`config.mk`:
```
export PLATFORM = sky130hd
export DESIGN_NAME = hssi_chan_emul
export DESIGN_NICKNAME = d
export VERILOG_FILES = /design/src/hw/hssi_emul_pkg.sv /design/src/hw/hssi_stream_if.sv /design/src/hw/hssi_chan_emul.sv /design/src/hw/hssi_rx_result.sv /design/src/hw/hssi_pause_exec.sv /design/src/hw/hssi_frame_decode.sv /design/src/hw/hssi_credit_fifo.sv
export SDC_FILE = /design/constraint.sdc
export NUM_CORES = 1
export LEC_CHECK = 0
export ABC_AREA = 1
export BUFFER_PORTS_ARGS = -buffer_cell sky130_fd_sc_hd__buf_4
export CAP_MARGIN = 20
export CORE_MARGIN = 3
export CORE_UTILIZATION = 55
export DETAILED_ROUTE_END_ITERATION = 8
export PLACE_DENSITY = 0.84
export SLEW_MARGIN = 40
export SYNTH_ARGS = -nofsm -noshare
export SYNTH_HDL_FRONTEND = slang
export SYNTH_SLANG_ARGS = --single-unit
export TNS_END_PERCENT = 50
```
`constraint.sdc`:
```
create_clock -name i_hssi_clk_pll -period 5.4 [get_ports i_hssi_clk_pll]
set_clock_uncertainty 0.15 [all_clocks]
set_input_delay 1.35 -clock i_hssi_clk_pll [delete_from_list [all_inputs] [get_ports i_hssi_clk_pll]]
set_output_delay 1.35 -clock i_hssi_clk_pll [all_outputs]
set_load 0.005 [all_outputs]
```
`src/hw/hssi_emul_pkg.sv`:
```
// ==============================
// Shared definitions for the HSSI channel emulator
// Stream word type and width
// Frame kind enumeration
// Decoded word struct (word plus kind)
// Pause frame constants
// ==============================

package hssi_emul_pkg;

    // ==============================
    // Stream word
    // ==============================

    // Width of one beat on every stream
    localparam int DATA_W = 64;

    // One raw Ethernet word as carried on TX and RX
    typedef logic [DATA_W-1:0] t_eth_word;

    // ==============================
    // Frame classification
    // ==============================

    // Kind of the frame a beat belongs to
    typedef enum logic {
        FK_DATA  = 1'b0,
        FK_PAUSE = 1'b1
    } t_frame_kind;

    // Word tagged with its frame kind, carried from decode to execute
    typedef struct packed {
        t_eth_word   word;
        t_frame_kind kind;
    } t_dec_word;

    // ==============================
    // Pause frame fields
    // ==============================

    // Ethertype in bits 15..0 of the first word of a pause frame
    localparam logic [15:0] PAUSE_ETYPE = 16'h8808;

    // Quanta field, bits 15..0 of the second word
    localparam int QUANTA_W = 16;

endpackage
```
`src/hw/hssi_stream_if.sv`:
```
// ==============================
// Credit-controlled beat stream between emulator stages
// Payload type is a parameter
// src and snk modports
// ==============================

`timescale 1ns/1ps

interface hssi_stream_if #(
    parameter type T = logic
) ();

    // Beat qualifier, one beat per cycle at most
    logic valid;
    // Beat contents
    T     payload;
    // Marks the final beat of a frame
    logic last;
    // One pulse per buffer slot freed at the receiver
    logic credit;

    // Sending side, spends credits
    modport src (
        output valid,
        output payload,
        output last,
        input  credit
    );

    // Receiving side, returns credits
    modport snk (
        input  valid,
        input  payload,
        input  last,
        output credit
    );

endinterface

```
`src/hw/hssi_chan_emul.sv`:
```
// ==============================
// HSSI channel emulator top level
// TX to RX loopback of data frames
// Pause frames drive the RX pause flag
// decode, execute and result stages
// ==============================

`timescale 1ns/1ps

module hssi_chan_emul
    import hssi_emul_pkg::*;
#(
    parameter int TX_CREDITS   = 4,
    parameter int LINK_CREDITS = 4,
    parameter int RX_CREDITS   = 4,
    parameter int CNT_W        = 16
) (
    input  logic             i_hssi_clk_pll,
    input  logic             i_rst_n,
    // TX stream from the accelerator
    input  logic             i_tx_valid,
    input  t_eth_word        i_tx_data,
    input  logic             i_tx_last,
    output logic             o_tx_credit,
    // RX stream toward the accelerator
    output logic             o_rx_valid,
    output t_eth_word        o_rx_data,
    output logic             o_rx_last,
    input  logic             i_rx_credit,
    // Status
    output logic             o_rx_pause,
    output logic [CNT_W-1:0] o_frame_cnt,
    output logic [CNT_W-1:0] o_pause_cnt
);

    // ==============================
    // Internal links
    // ==============================

    // Tagged beats, decode to execute
    hssi_stream_if #(.T(t_dec_word)) dec_link ();
    // Plain data beats, execute to result
    hssi_stream_if #(.T(t_eth_word)) res_link ();

    // ==============================
    // Stages
    // ==============================

    hssi_frame_decode #(
        .TX_CREDITS   (TX_CREDITS),
        .LINK_CREDITS (LINK_CREDITS)
    ) decode_i (
        .i_hssi_clk_pll (i_hssi_clk_pll),
        .i_rst_n        (i_rst_n),
        .i_tx_valid     (i_tx_valid),
        .i_tx_data      (i_tx_data),
        .i_tx_last      (i_tx_last),
        .o_tx_credit    (o_tx_credit),
        .o_link         (dec_link)
    );

    // Pause handling sits between classification and delivery
    hssi_pause_exec #(
        .LINK_CREDITS (LINK_CREDITS),
        .CNT_W        (CNT_W)
    ) exec_i (
        .i_hssi_clk_pll (i_hssi_clk_pll),
        .i_rst_n        (i_rst_n),
        .i_link         (dec_link),
        .o_link         (res_link),
        .o_rx_pause     (o_rx_pause),
        .o_pause_cnt    (o_pause_cnt)
    );

    hssi_rx_result #(
        .LINK_CREDITS (LINK_CREDITS),
        .RX_CREDITS   (RX_CREDITS),
        .CNT_W        (CNT_W)
    ) result_i (
        .i_hssi_clk_pll (i_hssi_clk_pll),
        .i_rst_n        (i_rst_n),
        .i_link         (res_link),
        .i_rx_credit    (i_rx_credit),
        .o_rx_valid     (o_rx_valid),
        .o_rx_data      (o_rx_data),
        .o_rx_last      (o_rx_last),
        .o_frame_cnt    (o_frame_cnt)
    );

endmodule

```
`src/hw/hssi_rx_result.sv`:
```
// ==============================
// Result stage
// Spends RX credits to drive the RX stream
// Counts delivered data frames
// ==============================

`timescale 1ns/1ps

module hssi_rx_result
    import hssi_emul_pkg::*;
#(
    parameter int LINK_CREDITS = 4,
    parameter int RX_CREDITS   = 4,
    parameter int CNT_W        = 16
) (
    input  logic             i_hssi_clk_pll,
    input  logic             i_rst_n,
    hssi_stream_if.snk       i_link,
    input  logic             i_rx_credit,
    output logic             o_rx_valid,
    output t_eth_word        o_rx_data,
    output logic             o_rx_last,
    output logic [CNT_W-1:0] o_frame_cnt
);

    localparam int RC_W = $clog2(RX_CREDITS + 1);

    logic            buf_valid;
    t_eth_word       buf_word;
    logic            buf_last;
    logic            pop;
    // Credits not yet spent by a beat on the RX bus
    logic [RC_W-1:0] rx_cnt;
    logic [RC_W-1:0] rx_avail;

    hssi_credit_fifo #(
        .T     (t_eth_word),
        .DEPTH (LINK_CREDITS)
    ) rx_buf_i (
        .i_hssi_clk_pll (i_hssi_clk_pll),
        .i_rst_n        (i_rst_n),
        .i_push         (i_link.valid),
        .i_payload      (i_link.payload),
        .i_last         (i_link.last),
        .i_pop          (pop),
        .o_valid        (buf_valid),
        .o_payload      (buf_word),
        .o_last         (buf_last),
        .o_credit       (i_link.credit)
    );

    // Beat in the output register already claims one credit
    assign rx_avail = rx_cnt - RC_W'(o_rx_valid);
    assign pop      = buf_valid && (rx_avail != '0);

    always_ff @(posedge i_hssi_clk_pll)
    begin
        if (pop)
        begin
            o_rx_data <= buf_word;
            o_rx_last <= buf_last;
        end
    end

    always_ff @(posedge i_hssi_clk_pll or negedge i_rst_n)
    begin
        if (!i_rst_n)
        begin
            o_rx_valid  <= 1'b0;
            rx_cnt      <= RC_W'(RX_CREDITS);
            o_frame_cnt <= '0;
        end
        else
        begin
            o_rx_valid <= pop;
            // Credit is spent when the beat leaves, refilled by the sink
            rx_cnt     <= rx_cnt - RC_W'(o_rx_valid) + RC_W'(i_rx_credit);
            if (o_rx_valid && o_rx_last)
                o_frame_cnt <= o_frame_cnt + 1'b1;
        end
    end

    // Sink buffer space must back every beat on the RX bus
    a_rx_credit: assert property (@(posedge i_hssi_clk_pll) disable iff (!i_rst_n)
        o_rx_valid |-> (rx_cnt != '0))
        else $error("hssi_rx_result: RX beat sent without credit");

endmodule

```
`src/hw/hssi_pause_exec.sv`:
```
// ==============================
// Execute stage
// Consumes pause frames, runs the pause timer
// Forwards data beats when not paused
// ==============================

`timescale 1ns/1ps

module hssi_pause_exec
    import hssi_emul_pkg::*;
#(
    parameter int LINK_CREDITS = 4,
    parameter int CNT_W        = 16
) (
    input  logic             i_hssi_clk_pll,
    input  logic             i_rst_n,
    hssi_stream_if.snk       i_link,
    hssi_stream_if.src       o_link,
    output logic             o_rx_pause,
    output logic [CNT_W-1:0] o_pause_cnt
);

    localparam int LC_W = $clog2(LINK_CREDITS + 1);

    logic                buf_valid;
    t_dec_word           buf_beat;
    logic                buf_last;
    logic                pop_pause;
    logic                pop_data;
    logic [LC_W-1:0]     link_cnt;
    // Beat position inside a pause frame, saturates at 2
    logic [1:0]          p_idx;
    logic [QUANTA_W-1:0] quanta_r;
    logic [QUANTA_W-1:0] quanta_next;
    logic [QUANTA_W-1:0] pause_timer;
    logic                pause_load;

    hssi_credit_fifo #(
        .T     (t_dec_word),
        .DEPTH (LINK_CREDITS)
    ) link_buf_i (
        .i_hssi_clk_pll (i_hssi_clk_pll),
        .i_rst_n        (i_rst_n),
        .i_push         (i_link.valid),
        .i_payload      (i_link.payload),
        .i_last         (i_link.last),
        .i_pop          (pop_pause || pop_data),
        .o_valid        (buf_valid),
        .o_payload      (buf_beat),
        .o_last         (buf_last),
        .o_credit       (i_link.credit)
    );

    // Pause beats drain freely, data waits for timer and credit
    assign pop_pause  = buf_valid && (buf_beat.kind == FK_PAUSE);
    assign pop_data   = buf_valid && (buf_beat.kind == FK_DATA) &&
                        (pause_timer == '0) && (link_cnt != '0);
    assign pause_load = pop_pause && buf_last;
    assign o_rx_pause = (pause_timer != '0);

    // Quanta sit in the second word, a one-beat pause frame carries none
    always_comb
    begin
        case (p_idx)
            2'd0:    quanta_next = '0;
            2'd1:    quanta_next = buf_beat.word[QUANTA_W-1:0];
            default: quanta_next = quanta_r;
        endcase
    end

    always_ff @(posedge i_hssi_clk_pll)
    begin
        if (pop_pause && (p_idx == 2'd1))
            quanta_r <= buf_beat.word[QUANTA_W-1:0];
        if (pop_data)
        begin
            o_link.payload <= buf_beat.word;
            o_link.last    <= buf_last;
        end
    end

    // ==============================
    // Control state
    // ==============================
    always_ff @(posedge i_hssi_clk_pll or negedge i_rst_n)
    begin
        if (!i_rst_n)
        begin
            p_idx        <= '0;
            pause_timer  <= '0;
            o_pause_cnt  <= '0;
            link_cnt     <= LC_W'(LINK_CREDITS);
            o_link.valid <= 1'b0;
        end
        else
        begin
            o_link.valid <= pop_data;
            if (pause_load)
                p_idx <= '0;
            else if (pop_pause && (p_idx != 2'd2))
                p_idx <= p_idx + 1'b1;
            // Load after the last pause beat, then count down per cycle
            if (pause_load)
            begin
                pause_timer <= quanta_next;
                o_pause_cnt <= o_pause_cnt + 1'b1;
            end
            else if (pause_timer != '0)
                pause_timer <= pause_timer - 1'b1;
            case ({pop_data, o_link.credit})
                2'b10:   link_cnt <= link_cnt - 1'b1;
                2'b01:   link_cnt <= link_cnt + 1'b1;
                default: link_cnt <= link_cnt;
            endcase
        end
    end

    // No forwarded beat on the output link while the pause flag is up
    a_no_data_paused: assert property (@(posedge i_hssi_clk_pll) disable iff (!i_rst_n)
        o_link.valid |-> !o_rx_pause)
        else $error("hssi_pause_exec: data beat forwarded while paused");

endmodule

```
`src/hw/hssi_frame_decode.sv`:
```
// ==============================
// Decode stage
// Buffers TX beats from the accelerator
// Tracks frame starts, tags beats with frame kind
// Spends link credits toward execute
// ==============================

`timescale 1ns/1ps

module hssi_frame_decode
    import hssi_emul_pkg::*;
#(
    parameter int TX_CREDITS   = 4,
    parameter int LINK_CREDITS = 4
) (
    input  logic          i_hssi_clk_pll,
    input  logic          i_rst_n,
    input  logic          i_tx_valid,
    input  t_eth_word     i_tx_data,
    input  logic          i_tx_last,
    output logic          o_tx_credit,
    hssi_stream_if.src    o_link
);

    localparam int LC_W = $clog2(LINK_CREDITS + 1);

    logic            buf_valid;
    t_eth_word       buf_word;
    logic            buf_last;
    logic            pop;
    logic [LC_W-1:0] link_cnt;
    // High when the next beat opens a new frame
    logic            sof;
    t_frame_kind     cur_kind;
    t_frame_kind     beat_kind;

    // TX buffer, its credits go straight back to the accelerator
    hssi_credit_fifo #(
        .T     (t_eth_word),
        .DEPTH (TX_CREDITS)
    ) tx_buf_i (
        .i_hssi_clk_pll (i_hssi_clk_pll),
        .i_rst_n        (i_rst_n),
        .i_push         (i_tx_valid),
        .i_payload      (i_tx_data),
        .i_last         (i_tx_last),
        .i_pop          (pop),
        .o_valid        (buf_valid),
        .o_payload      (buf_word),
        .o_last         (buf_last),
        .o_credit       (o_tx_credit)
    );

    // Move a beat only with a link credit in hand
    assign pop = buf_valid && (link_cnt != '0);

    // First word decides the kind, later words inherit it
    always_comb
    begin
        if (!sof)
            beat_kind = cur_kind;
        else if (buf_word[15:0] == PAUSE_ETYPE)
            beat_kind = FK_PAUSE;
        else
            beat_kind = FK_DATA;
    end

    // ==============================
    // Control state
    // ==============================
    always_ff @(posedge i_hssi_clk_pll or negedge i_rst_n)
    begin
        if (!i_rst_n)
        begin
            sof          <= 1'b1;
            cur_kind     <= FK_DATA;
            link_cnt     <= LC_W'(LINK_CREDITS);
            o_link.valid <= 1'b0;
        end
        else
        begin
            o_link.valid <= pop;
            if (pop)
            begin
                sof      <= buf_last;
                cur_kind <= beat_kind;
            end
            // Spend on pop, refill on returned credit
            case ({pop, o_link.credit})
                2'b10:   link_cnt <= link_cnt - 1'b1;
                2'b01:   link_cnt <= link_cnt + 1'b1;
                default: link_cnt <= link_cnt;
            endcase
        end
    end

    // Output beat register
    always_ff @(posedge i_hssi_clk_pll)
    begin
        if (pop)
        begin
            o_link.payload <= '{word: buf_word, kind: beat_kind};
            o_link.last    <= buf_last;
        end
    end

    // Execute never returns more credits than it was given
    a_link_cnt_max: assert property (@(posedge i_hssi_clk_pll) disable iff (!i_rst_n)
        link_cnt <= LC_W'(LINK_CREDITS))
        else $error("hssi_frame_decode: link credit count above LINK_CREDITS");

endmodule

```
`src/hw/hssi_credit_fifo.sv`:
```
// ==============================
// Circular beat buffer with credit return
// Payload type is a parameter
// One credit pulse per popped beat
// ==============================

`timescale 1ns/1ps

module hssi_credit_fifo #(
    parameter type T = logic,
    parameter int DEPTH = 4
) (
    input  logic i_hssi_clk_pll,
    input  logic i_rst_n,
    input  logic i_push,
    input  T     i_payload,
    input  logic i_last,
    input  logic i_pop,
    output logic o_valid,
    output T     o_payload,
    output logic o_last,
    output logic o_credit
);

    localparam int PTR_W = (DEPTH > 1) ? $clog2(DEPTH) : 1;
    localparam int OCC_W = $clog2(DEPTH + 1);

    // Storage, no reset needed
    T                 mem_payload [DEPTH];
    logic             mem_last [DEPTH];
    logic [PTR_W-1:0] wr_ptr;
    logic [PTR_W-1:0] rd_ptr;
    logic [OCC_W-1:0] occ;
    logic             do_pop;

    // Pointer advance with wrap for any depth
    function automatic logic [PTR_W-1:0] next_ptr(input logic [PTR_W-1:0] ptr);
        if (ptr == PTR_W'(DEPTH - 1))
            return '0;
        return ptr + 1'b1;
    endfunction

    // Head of buffer is always presented
    assign o_valid   = (occ != '0);
    assign o_payload = mem_payload[rd_ptr];
    assign o_last    = mem_last[rd_ptr];
    assign do_pop    = i_pop && o_valid;

    always_ff @(posedge i_hssi_clk_pll)
    begin
        if (i_push)
        begin
            mem_payload[wr_ptr] <= i_payload;
            mem_last[wr_ptr]    <= i_last;
        end
    end

    // Pointers, occupancy and credit pulse
    always_ff @(posedge i_hssi_clk_pll or negedge i_rst_n)
    begin
        if (!i_rst_n)
        begin
            wr_ptr   <= '0;
            rd_ptr   <= '0;
            occ      <= '0;
            o_credit <= 1'b0;
        end
        else
        begin
            if (i_push)
                wr_ptr <= next_ptr(wr_ptr);
            if (do_pop)
                rd_ptr <= next_ptr(rd_ptr);
            case ({i_push, do_pop})
                2'b10:   occ <= occ + 1'b1;
                2'b01:   occ <= occ - 1'b1;
                default: occ <= occ;
            endcase
            // Slot freed by a pop is returned one cycle later
            o_credit <= do_pop;
        end
    end

    // Sender must hold a credit, so it can never push into a full buffer
    a_no_overflow: assert property (@(posedge i_hssi_clk_pll) disable iff (!i_rst_n)
        i_push |-> (occ != OCC_W'(DEPTH)))
        else $error("hssi_credit_fifo: push while full, credit violation");

endmodule

```
# Word-level counts from Yosys, hierarchy flattened
# Memory sizes are Yosys's and may differ from the RTL's. A register that Yosys moved wholly into a read port is not among the register bits.
# Cells that the tools add are included.
[word_totals]
wordCells = 150
output_inout_bits = 100
regBits = 235
memories = 6
ramBits = 784
in_bits = 69
[classes]
n_eq_ne = 19
reduce_logical = 30
muxes = 42
addsub = 22
n_bitwise = 1
[memory_table]
columns = ["memory", "depth", "width", "rd", "rd_clocked_by_memory_dff", "write_ports", "line", "text"]
rows = [
  ["exec_i.link_buf_i.mem_payload", 4, 65, 1, 0, 1, "hssi_credit_fifo.sv:29", "T mem_payload [DEPTH];"],
  ["decode_i.tx_buf_i.mem_payload", 4, 64, 1, 0, 1, "hssi_credit_fifo.sv:29", ""],
  ["result_i.rx_buf_i.mem_payload", 4, 64, 1, 1, 1, "hssi_credit_fifo.sv:29", ""],
  ["decode_i.tx_buf_i.mem_last", 4, 1, 1, 0, 1, "hssi_credit_fifo.sv:30", "logic mem_last [DEPTH];"],
  ["exec_i.link_buf_i.mem_last", 4, 1, 1, 0, 1, "hssi_credit_fifo.sv:30", ""],
  ["result_i.rx_buf_i.mem_last", 4, 1, 1, 1, 1, "hssi_credit_fifo.sv:30", ""],
]
[op_table]
columns = ["cell", "n"]
rows = [
  ["16-bit by 1-bit adder with 16-bit output, second input constant", 2],
  ["16-bit two-way mux", 2],
  ["16-bit one-hot mux with 2 select lines", 1],
  ["3-bit one-hot mux with 2 select lines", 5],
  ["2-bit two-way mux", 14],
  ["2-bit equality test, second input constant", 11],
  ["1-bit two-way mux", 20],
  ["3-bit nonzero test", 6],
  ["16-bit equality test, second input constant", 1],
  ["16-bit logical NOT", 1],
  ["16-bit nonzero test", 1],
  ["16-bit by 1-bit subtractor with 16-bit output, second input constant", 1],
  ["3-bit by 1-bit adder with 3-bit output, second input constant", 5],
  ["3-bit by 1-bit subtractor with 3-bit output, second input constant", 5],
  ["2-bit by 1-bit adder with 2-bit output, second input constant", 7],
  ["2-bit nonzero test", 7],
  ["1-bit logical AND", 13],
  ["2-bit by 1-bit equality test with 1-bit output, second input constant", 6],
  ["3-bit by 1-bit adder with 3-bit output", 1],
  ["3-bit by 1-bit subtractor with 3-bit output", 1],
  ["2-bit logical NOT", 1],
  ["2-bit != test, second input constant", 1],
  ["1-bit logical OR", 1],
  ["1-bit NOT", 1],
]

# Longest topological paths before layout
# Gate-level depths: netlist (run 1).
# An unclocked memory read counts as a cell.
[depth]
ltp_word = 9
ltp_mapped = 16
depth_no_buf = 16

# By module
# From an unflattened synthesis (run 1), not the netlist that was laid out.
[hier_totals]
hier_cells = 3187
area_unflattened_um2 = 42993.7
[by_module_without_submodules]
columns = ["mod", "instances", "seq_area_each_um2", "cells_per_inst", "area_per_inst_um2"]
rows = [
  ["hssi_credit_fifo at decode_i.tx_buf_i ...", 2, 8007.7, 816, 10797.9],
  ["hssi_credit_fifo at exec_i.link_buf_i", 1, 8127.8, 829, 11064.4],
  ["hssi_pause_exec", 1, 3384.5, 429, 4983.5],
  ["hssi_rx_result", 1, 2453.6, 190, 3009.1],
  ["hssi_frame_decode", 1, 2134.5, 107, 2341.0],
]

# Least setup slack after synthesis (run 1)
# No wires, ideal clock.
[synth_timing]
kind = "flip-flop to flip-flop"
from = "register exec_i.pause_timer[0]"
to = "register exec_i.link_cnt[1]"
arrival_time_ps = 5036
setup_ps = 125
required_ps = 5125
path_stages_with_launch = 14
path_buffers = 0
slack_ps = 89
period_less_slack_ps = 5311
cell_sequence = "dfrtp_1 -> inv_1 -> ha_1 -> inv_1 -> nor3_1 -> nand3_2 -> nor2_1 -> inv_1 -> nor2_1 -> inv_2 -> ha_1 -> inv_1 -> fa_1 -> mux2_2"
[synth_via]
elab_chain_len = 5
elab_cells_between_ends = 7
classes_between = "eq/ne (2); mux (1); reduce/logical (4)"
[synth_lines]
columns = ["item", "line", "text"]
rows = [
  ["start, declared", "hssi_pause_exec.sv:35", "logic [QUANTA_W-1:0] pause_timer;"],
  ["start signal, assigned", "hssi_pause_exec.sv:105", "pause_timer <= quanta_next;"],
  ["start signal, assigned", "hssi_pause_exec.sv:109", "pause_timer <= pause_timer - 1'b1;"],
  ["16-bit logical NOT *", "hssi_pause_exec.sv:57", "(pause_timer == '0) && (link_cnt != '0);"],
  ["1-bit logical AND *", "hssi_pause_exec.sv:56", "assign pop_data = buf_valid && (buf_beat.kind == FK_DATA) &&"],
  ["1-bit logical AND *", "hssi_pause_exec.sv:57", ""],
  ["net exec_i.pop_data", "hssi_pause_exec.sv:29", "logic pop_data;"],
  ["2-bit by 1-bit equality test with 1-bit output or 2-bit equality test (tied branches)", "hssi_pause_exec.sv:110", "case ({pop_data, o_link.credit})"],
  ["3-bit one-hot mux with 2 select lines or 2-bit nonzero test (tied branches)", "--", ""],
  ["end signal, assigned", "hssi_pause_exec.sv:111", "2'b10: link_cnt <= link_cnt - 1'b1;"],
  ["end signal, assigned", "hssi_pause_exec.sv:112", "2'b01: link_cnt <= link_cnt + 1'b1;"],
  ["end signal, assigned", "hssi_pause_exec.sv:113", "default: link_cnt <= link_cnt;"],
  ["end, declared", "hssi_pause_exec.sv:30", "logic [LC_W-1:0] link_cnt;"],
]
# Mark *: on every way through the listed nets, which the timed path passes. The rest lies on a longest branch.
# A chain may end at the register's enable or synchronous reset.

# Final worst setup path (run 1)
[layout_timing]
from = "register exec_i.pause_timer[0]"
to = "output o_rx_pause"
[layout_via]
elab_chain_len = 1
[layout_lines]
columns = ["item", "line", "text"]
rows = [
  ["16-bit nonzero test", "hssi_pause_exec.sv:59", "assign o_rx_pause = (pause_timer != '0);"],
  ["end, declared", "hssi_chan_emul.sv:31", "output logic o_rx_pause,"],
]
# Every way passes these cells.

==> results of run 1 <==
-- sequential cells by signal, indices dropped and copies added (netlist names), 3 cells and up --
| register | flops |
|---|---|
| decode_i.link_cnt | 3 |
| decode_i.o_link.payload | 65 |
| decode_i.tx_buf_i.mem_last | 4 |
| decode_i.tx_buf_i.mem_payload | 256 |
| decode_i.tx_buf_i.occ | 3 |
| exec_i.link_buf_i.mem_last | 4 |
| exec_i.link_buf_i.mem_payload | 260 |
| exec_i.link_buf_i.occ | 3 |
| exec_i.link_cnt | 3 |
| exec_i.o_link.payload | 64 |
| exec_i.o_pause_cnt | 16 |
| exec_i.pause_timer | 16 |
| exec_i.quanta_r | 16 |
| result_i.o_frame_cnt | 16 |
| result_i.o_rx_data | 64 |
| result_i.rx_buf_i.mem_last | 4 |
| result_i.rx_buf_i.mem_payload | 256 |
| result_i.rx_buf_i.occ | 3 |
| result_i.rx_cnt | 3 |
-- cells in the mapped netlist, types with 4 or more instances --
master      n  area (sq um)
edfxtp_1  996         29900
nor2_1    391          1470
o21ai_0   357          1790
nand2_1   255           957
o22ai_1   173          1080
inv_1     106           398
dfrtp_1    83          2080
clkbuf_1   79           297
nand3_1    53           265
buf_2      41           205
ha_1       31           388
o21ai_1    31           155
xnor2_1    23           201
xor2_1     23           201
a21oi_1    15          75.1
inv_2      12          45.0
nor3_1     12          60.1
nand4_1    10          62.6
nor2_2      8          50.1
a31oi_1     6          37.5
buf_1       6          22.5
buf_6       6          67.6
a22o_1      5          43.8
buf_4       5          37.5
fa_1        5           100
nand3_2     5          50.1
nor3_2      5          50.1
dfstp_2     4           105
o211ai_1    4          30.0
-- per-stage QoR --
stage,worst slack [ns],hold WS (ns)
floorplan,0.0888,0.296
global placement,2.19,0.312
detailed placement,2.15,0.320
CTS,1.88,0.329
global route,1.72,0.344
finish,1.86,0.331
-- final cells by class --
cell class,instances,share of cell area [%]
timing repair buffer,199,3.37
inverter,121,1.02
multi-input combinational,1424,15.8
tap,950,2.60
sequential,1083,70.1
clock buffer,132,5.91
clock inverter,52,1.19
-- worst max path at each step --
stage | start | end | slack [ns] | cells past startpoint
after floorplan | exec_i.pause_timer[0] | exec_i.link_cnt[1] | 0.09 | 13
after global routing | exec_i.pause_timer[0] | o_rx_pause | 1.72 | 6
final | exec_i.pause_timer[0] | o_rx_pause | 1.86 | 6
after detailed placement | i_tx_valid | decode_i.tx_buf_i.mem_payload[2][17] | 2.15 | 4
after CTS | exec_i.pause_timer[0] | o_rx_pause | 1.88 | 6
after global placement | i_tx_valid | decode_i.tx_buf_i.mem_payload[2][17] | 2.19 | 4
-- critical path: stages, from the launching register on --
cell and delay [ns]:
dfrtp_1 0.39, inv_1 0.11, ha_1 0.18, inv_1 0.06, nor3_1 0.18, nand3_2 0.26
buf_4 0.23
-- cell usage in the layout, fill, tap and decap left out, types with 5 or more instances in the layout --
| cell | instances |
|---|---|
| a21oi_1 | 15 |
| a22o_1 | 5 |
| a31oi_1 | 5 |
| buf_4 | 191 |
| buf_6 | 6 |
| bufinv_16 | 10 |
| clkbuf_1 | 27 |
| clkbuf_16 | 103 |
| clkinv_1 | 20 |
| clkinv_2 | 17 |
| dfrtp_1 | 79 |
| edfxtp_1 | 996 |
| fa_1 | 5 |
| ha_1 | 31 |
| inv_1 | 92 |
| inv_2 | 22 |
| nand2_1 | 255 |
| nand3_1 | 53 |
| nand3_2 | 5 |
| nand4_1 | 10 |
| nor2_1 | 389 |
| nor2_2 | 9 |
| nor3_1 | 12 |
| nor3_2 | 5 |
| o21ai_0 | 357 |
| o21ai_1 | 31 |
| o22ai_1 | 173 |
| xnor2_1 | 23 |
| xor2_1 | 23 |
-- where the power goes --
part	switching (mW)	leakage (nW)	total [mW]	internal, mW
clock	2.92	1.58	6.93	4.01
combinational	0.385	4.33	0.525	0.141
sequential	0.0868	10.2	9.56	9.48
-- logic make-up after synthesis --
kind of cell,Yosys count,share of synthesized area (%)
compound gates,592,7.99
xor+xnor,46,0.998
fa+ha+maj,36,1.21
buf+inv,258,2.70
flops,1083,79.5
mux,2,0.0558
simple gates,748,7.55
-- routing by layer --
metal  wire, microns  GRT usage [%]
met1           31400           28.1
met2           40000           34.4
met3            6890           3.41
met4            1940           6.51
met5              38              0
==> results.json, run 1 <==
{
  "outcome": "finished clean",
  "start_util_pct": 56.0,
  "grt_pass1_vias": 22500,
  "post_cts_buffers": 0,
  "setup_viol": 0,
  "cts_made_buffers": 100,
  "timing.rr.start": "decode_i.tx_buf_i.rd_ptr[0]",
  "drive_gt1_share_pct": 13.4,
  "synth-main-ff-cell": "edfxtp_1",
  "gr-usage-all-layers_pct": 20.6,
  "coreArea_sq_um": 72100,
  "drtAntennaViolNets": 0,
  "async_flop_share_pct": 8.03,
  "globalRoute.totalOverflow": 0,
  "cts.clk_slew.worst_paths_ns": 0.06,
  "worstMarginPinSlew_ns": 0.833,
  "holdPathStages": 0,
  "utilization_pct": 63.5,
  "fin_area_sq_um": 45800,
  "worstPathMaxFanout": 10,
  "hold_path_class": "reg -> reg",
  "grt_max_degree": 109,
  "yosysUniqueCellTypes": 41,
  "cts_sinks": 1083,
  "io-pin-count": 169,
  "vdd_drop_max_v": 0.000237,
  "finalSetupTns_ns": 0,
  "endpoint_kind": "output pin",
  "htreeDepth": 3,
  "rsz0062_at_grt": "no",
  "wire_per_inst_microns": 20.3,
  "ctsResizeCount": 0,
  "dpl_cell_area_sq_um": 42500,
  "postSynthAreaPerCell_sq_um": 14.6,
  "multi_input_area_sq_um": 7210,
  "clk_latency_ns": 0.65,
  "leakagePower_nw": 16.1,
  "place.detailed.hpwl_microns": 46800,
  "fin_crit_ns": 3.54,
  "nFillCells": 4777,
  "die_x_microns": 277,
  "netlist_area_sq_um": 40400,
  "worstPathRequired_ns": 3.90,
  "yosys_register_bits": 1083,
  "syn_nets": 2870,
  "drt_iter0_markers": 2777,
  "numPortBuffers": 168,
  "fin_nets": 3034,
  "die_y_microns": 277,
  "synth-edff-count": 996,
  "postCtsHoldBufs": 0,
  "power_mw": 17.0,
  "area_growth_pct": 13.4,
  "antenna_found_initial": 3,
  "power_density_nw_per_um2": 372,
  "layout.area.seq_sq_um": 32100,
  "grt_pass1_wl_microns": 125000,
  "timing.rr.end": "decode_i.o_link.payload[40]",
  "drt_first_pass_iters": 6,
  "synthCells": 2765,
  "drv_cap": 0,
  "whs_endpoint": "result_i.rx_buf_i.mem_payload[3][38]",
  "place_congestion": 0.812,
  "dieArea_sq_um": 76700,
  "maxSlewHeadroom_pct": 44.5,
  "vias_per_cell": 5.77,
  "worstSetupPathType": "reg -> out",
  "ys_seq_area_share_pct": 79.5,
  "root_buffer": "clkbuf_16",
  "wl_microns": 80200,
  "cts_buffer_depth": 3,
  "r2r_slack_ns": 2.45,
  "startpoint_type": "flop",
  "tritoncts": "built",
  "rows": 98,
  "layout.cells.non_filler": 3961,
  "dp.cells": 3776,
  "rr_worst_depth": 4,
  "num_antenna_cells": 0,
  "drv_slew": 0,
  "vias": 22800,
  "finalHoldViolCount": 0,
  "detail_route.drc_violations": 0,
  "fmax_mhz": 282,
  "finalCritPeriodShare_pct": 65.6,
  "min_from": "exec_i.o_link.payload[38]",
  "ys_warn_count": 0,
  "crit_arrival_ns": 2.04
}
Note: power is estimated with default switching activity, not from simulation.
==> run 2: changes to the inputs <==
clock period = 3.1 ns   (was 5.4 ns; I/O delays follow)
==> results.json, run 2 (synthesis gave the netlist of run 1 again) <==
{
  "outcome": "finished clean",
  "coreArea_sq_um": 72100,
  "top_regs": "exec_i.link_buf_i.mem_payload x260, decode_i.tx_buf_i.mem_payload x256, result_i.rx_buf_i.mem_payload x256",
  "wl_microns": 83600,
  "cts_sinks": 1083,
  "num_antenna_cells": 0,
  "grt_pass1_vias": 23000,
  "worstPathMaxFanout": 9,
  "vias": 23100,
  "die_y_microns": 277,
  "root_buffer": "clkbuf_16",
  "grt_pass1_wl_microns": 130000,
  "switchingPower_mw": 6.09,
  "multi_input_area_sq_um": 7220,
  "globalRoute.totalOverflow": 0,
  "numPortBuffers": 168,
  "drv_slew": 0,
  "mostFrequentLayoutCell": "edfxtp_1",
  "grt_max_degree": 133,
  "vias_per_cell": 5.79,
  "place_congestion": 0.827,
  "worstMarginPinSlew_ns": 0.765,
  "htreeDepth": 3,
  "seqPwrFrac_pct": 55.5,
  "dp.cells": 3795,
  "drt_iter0_markers": 2987,
  "cts_made_buffers": 101,
  "clk_latency_ns": 0.66,
  "startpoint_type": "flop",
  "finalHoldViolCount": 0,
  "worstSetupPathType": "reg -> out",
  "whs_ns": 0.0142,
  "intPower_mw": 23.9,
  "gr-usage-all-layers_pct": 21.4,
  "detail_route.drc_violations": 0,
  "drtAntennaViolNets": 0,
  "cts.clk_slew.worst_paths_ns": 0.06,
  "regMostFlops": "exec_i.link_buf_i.mem_payload",
  "layout.area.seq_sq_um": 32100,
  "rows": 98,
  "power_frac_comb_pct": 3.3,
  "dieArea_sq_um": 76700,
  "die_x_microns": 277,
  "cts_buffer_depth": 3,
  "endpoint_kind": "output pin",
  "area_growth_pct": 14.6,
  "nFillCells": 4648,
  "fin_crit_ns": 2.90,
  "p_sw_share_pct": 20.3,
  "worstPathRequired_ns": 2.17,
  "layout_common_cells": "996 x edfxtp_1, 390 x nor2_1, 357 x o21ai_0",
  "tritoncts": "built",
  "setup_viol": 0,
  "place.detailed.hpwl_microns": 48300,
  "fmax_mhz": 345,
  "antenna_found_initial": 5,
  "drv_cap": 0,
  "clkPwrFrac_pct": 41.2,
  "largest_reg_flops": 260,
  "leakagePower_nw": 16.3,
  "layout.cells.non_filler": 3987,
  "fin_nets": 3053,
  "finalCritPeriodShare_pct": 93.5,
  "power_density_nw_per_um2": 649,
  "crit_arrival_ns": 1.97,
  "maxSlewHeadroom_pct": 49.0,
  "wire_per_inst_microns": 21.0,
  "rsz0062_at_grt": "no",
  "io-pin-count": 169,
  "drt_first_pass_iters": 5,
  "vdd_drop_max_v": 0.000483,
  "hold_path_class": "in -> async",
  "drive_gt1_share_pct": 14.1,
  "start_util_pct": 56.0,
  "post_cts_buffers": 0
}
run 2: cell types whose count changed in the layout (fill, tap and decap cells not counted), sizes merged:
cell      previous run  this run
buf                199       217
clkbuf             132       125
clkinv              40        52
bufinv              10        11
clkinvlp             4         2
inv                119       123
run 2: layout make-up:
type / count / area share [%]
sequential: 1083 / 69.4
inverter: 121 / 1.00
clock buffer: 125 / 5.82
clock inverter: 67 / 1.43
multi-input combinational: 1424 / 15.6
tap: 950 / 2.57
timing repair buffer: 217 / 4.18
run 2: worst max-delay path: stages, from the launching register on:
cell and delay, ns:
dfrtp_1 0.38, inv_1 0.11, ha_1 0.19, inv_1 0.07
nor3_2 0.13, nand3_2 0.11, buf_4 0.19, buf_4 0.15
run 2: power groups by stage:
stage               sequential [mW]  clock (mW)  combinational [mW]
finish                         16.6        12.4               0.991
global route                   16.7        13.1                1.09
CTS                            16.6        12.5                1.01
detailed placement             16.9           0               0.994
global placement               16.9           0               0.954
floorplan                      16.9           0               0.512
run 2: path summary, 6_finish.rpt:
kind / start / to / slack [ns] / depth (start not counted)
min in group i_hssi_clk_pll: i_tx_data[35] / decode_i.tx_buf_i.mem_payload[0][35] / 0.16 / 1
max in group asynchronous: i_rst_n / decode_i.link_cnt[2] / 2.05 / 2
max reg2reg: exec_i.link_buf_i.rd_ptr[0] / exec_i.o_pause_cnt[9] / 0.45 / 10
min reg2reg: result_i.rx_buf_i.occ[2] / result_i.rx_buf_i.occ[2] / 0.33 / 1
max: exec_i.pause_timer[0] / o_rx_pause / 0.20 / 7
min: i_rst_n / result_i.o_frame_cnt[5] / 0.01 / 1
run 2: repair_timing:
action | in CTS | in global routing
endpoints found under the setup margin | 0 | 1
hold buffers | 0 | 0
hold endpoints to repair | 0 | 0
resized for setup | 0 | 1
run 2: metrics by stage:
step                      area, sq um  utilization (%)  setup slack, ns  power, mW  setup TNS [ns]
after global routing            46300             64.2           0.0521       30.9               0
after global placement          42900             59.5            0.514       17.9               0
after detailed placement        42900             59.5            0.452       17.9               0
after floorplan                 40400                -           -0.407       17.4          -0.599
final                           46300             64.2            0.203       30.0               0
after CTS                       46200             64.1            0.129       30.2               0
run 2: layer usage:
layer | vias to the layer above | global-route usage [%] | wire length [microns]
met5 | - | 0 | 76
met4 | 10 | 5.78 | 1730
met3 | 141 | 4.27 | 7510
met2 | 1185 | 36.1 | 42400
met1 | 11300 | 28.7 | 31800
li1 | 10500 | - | -
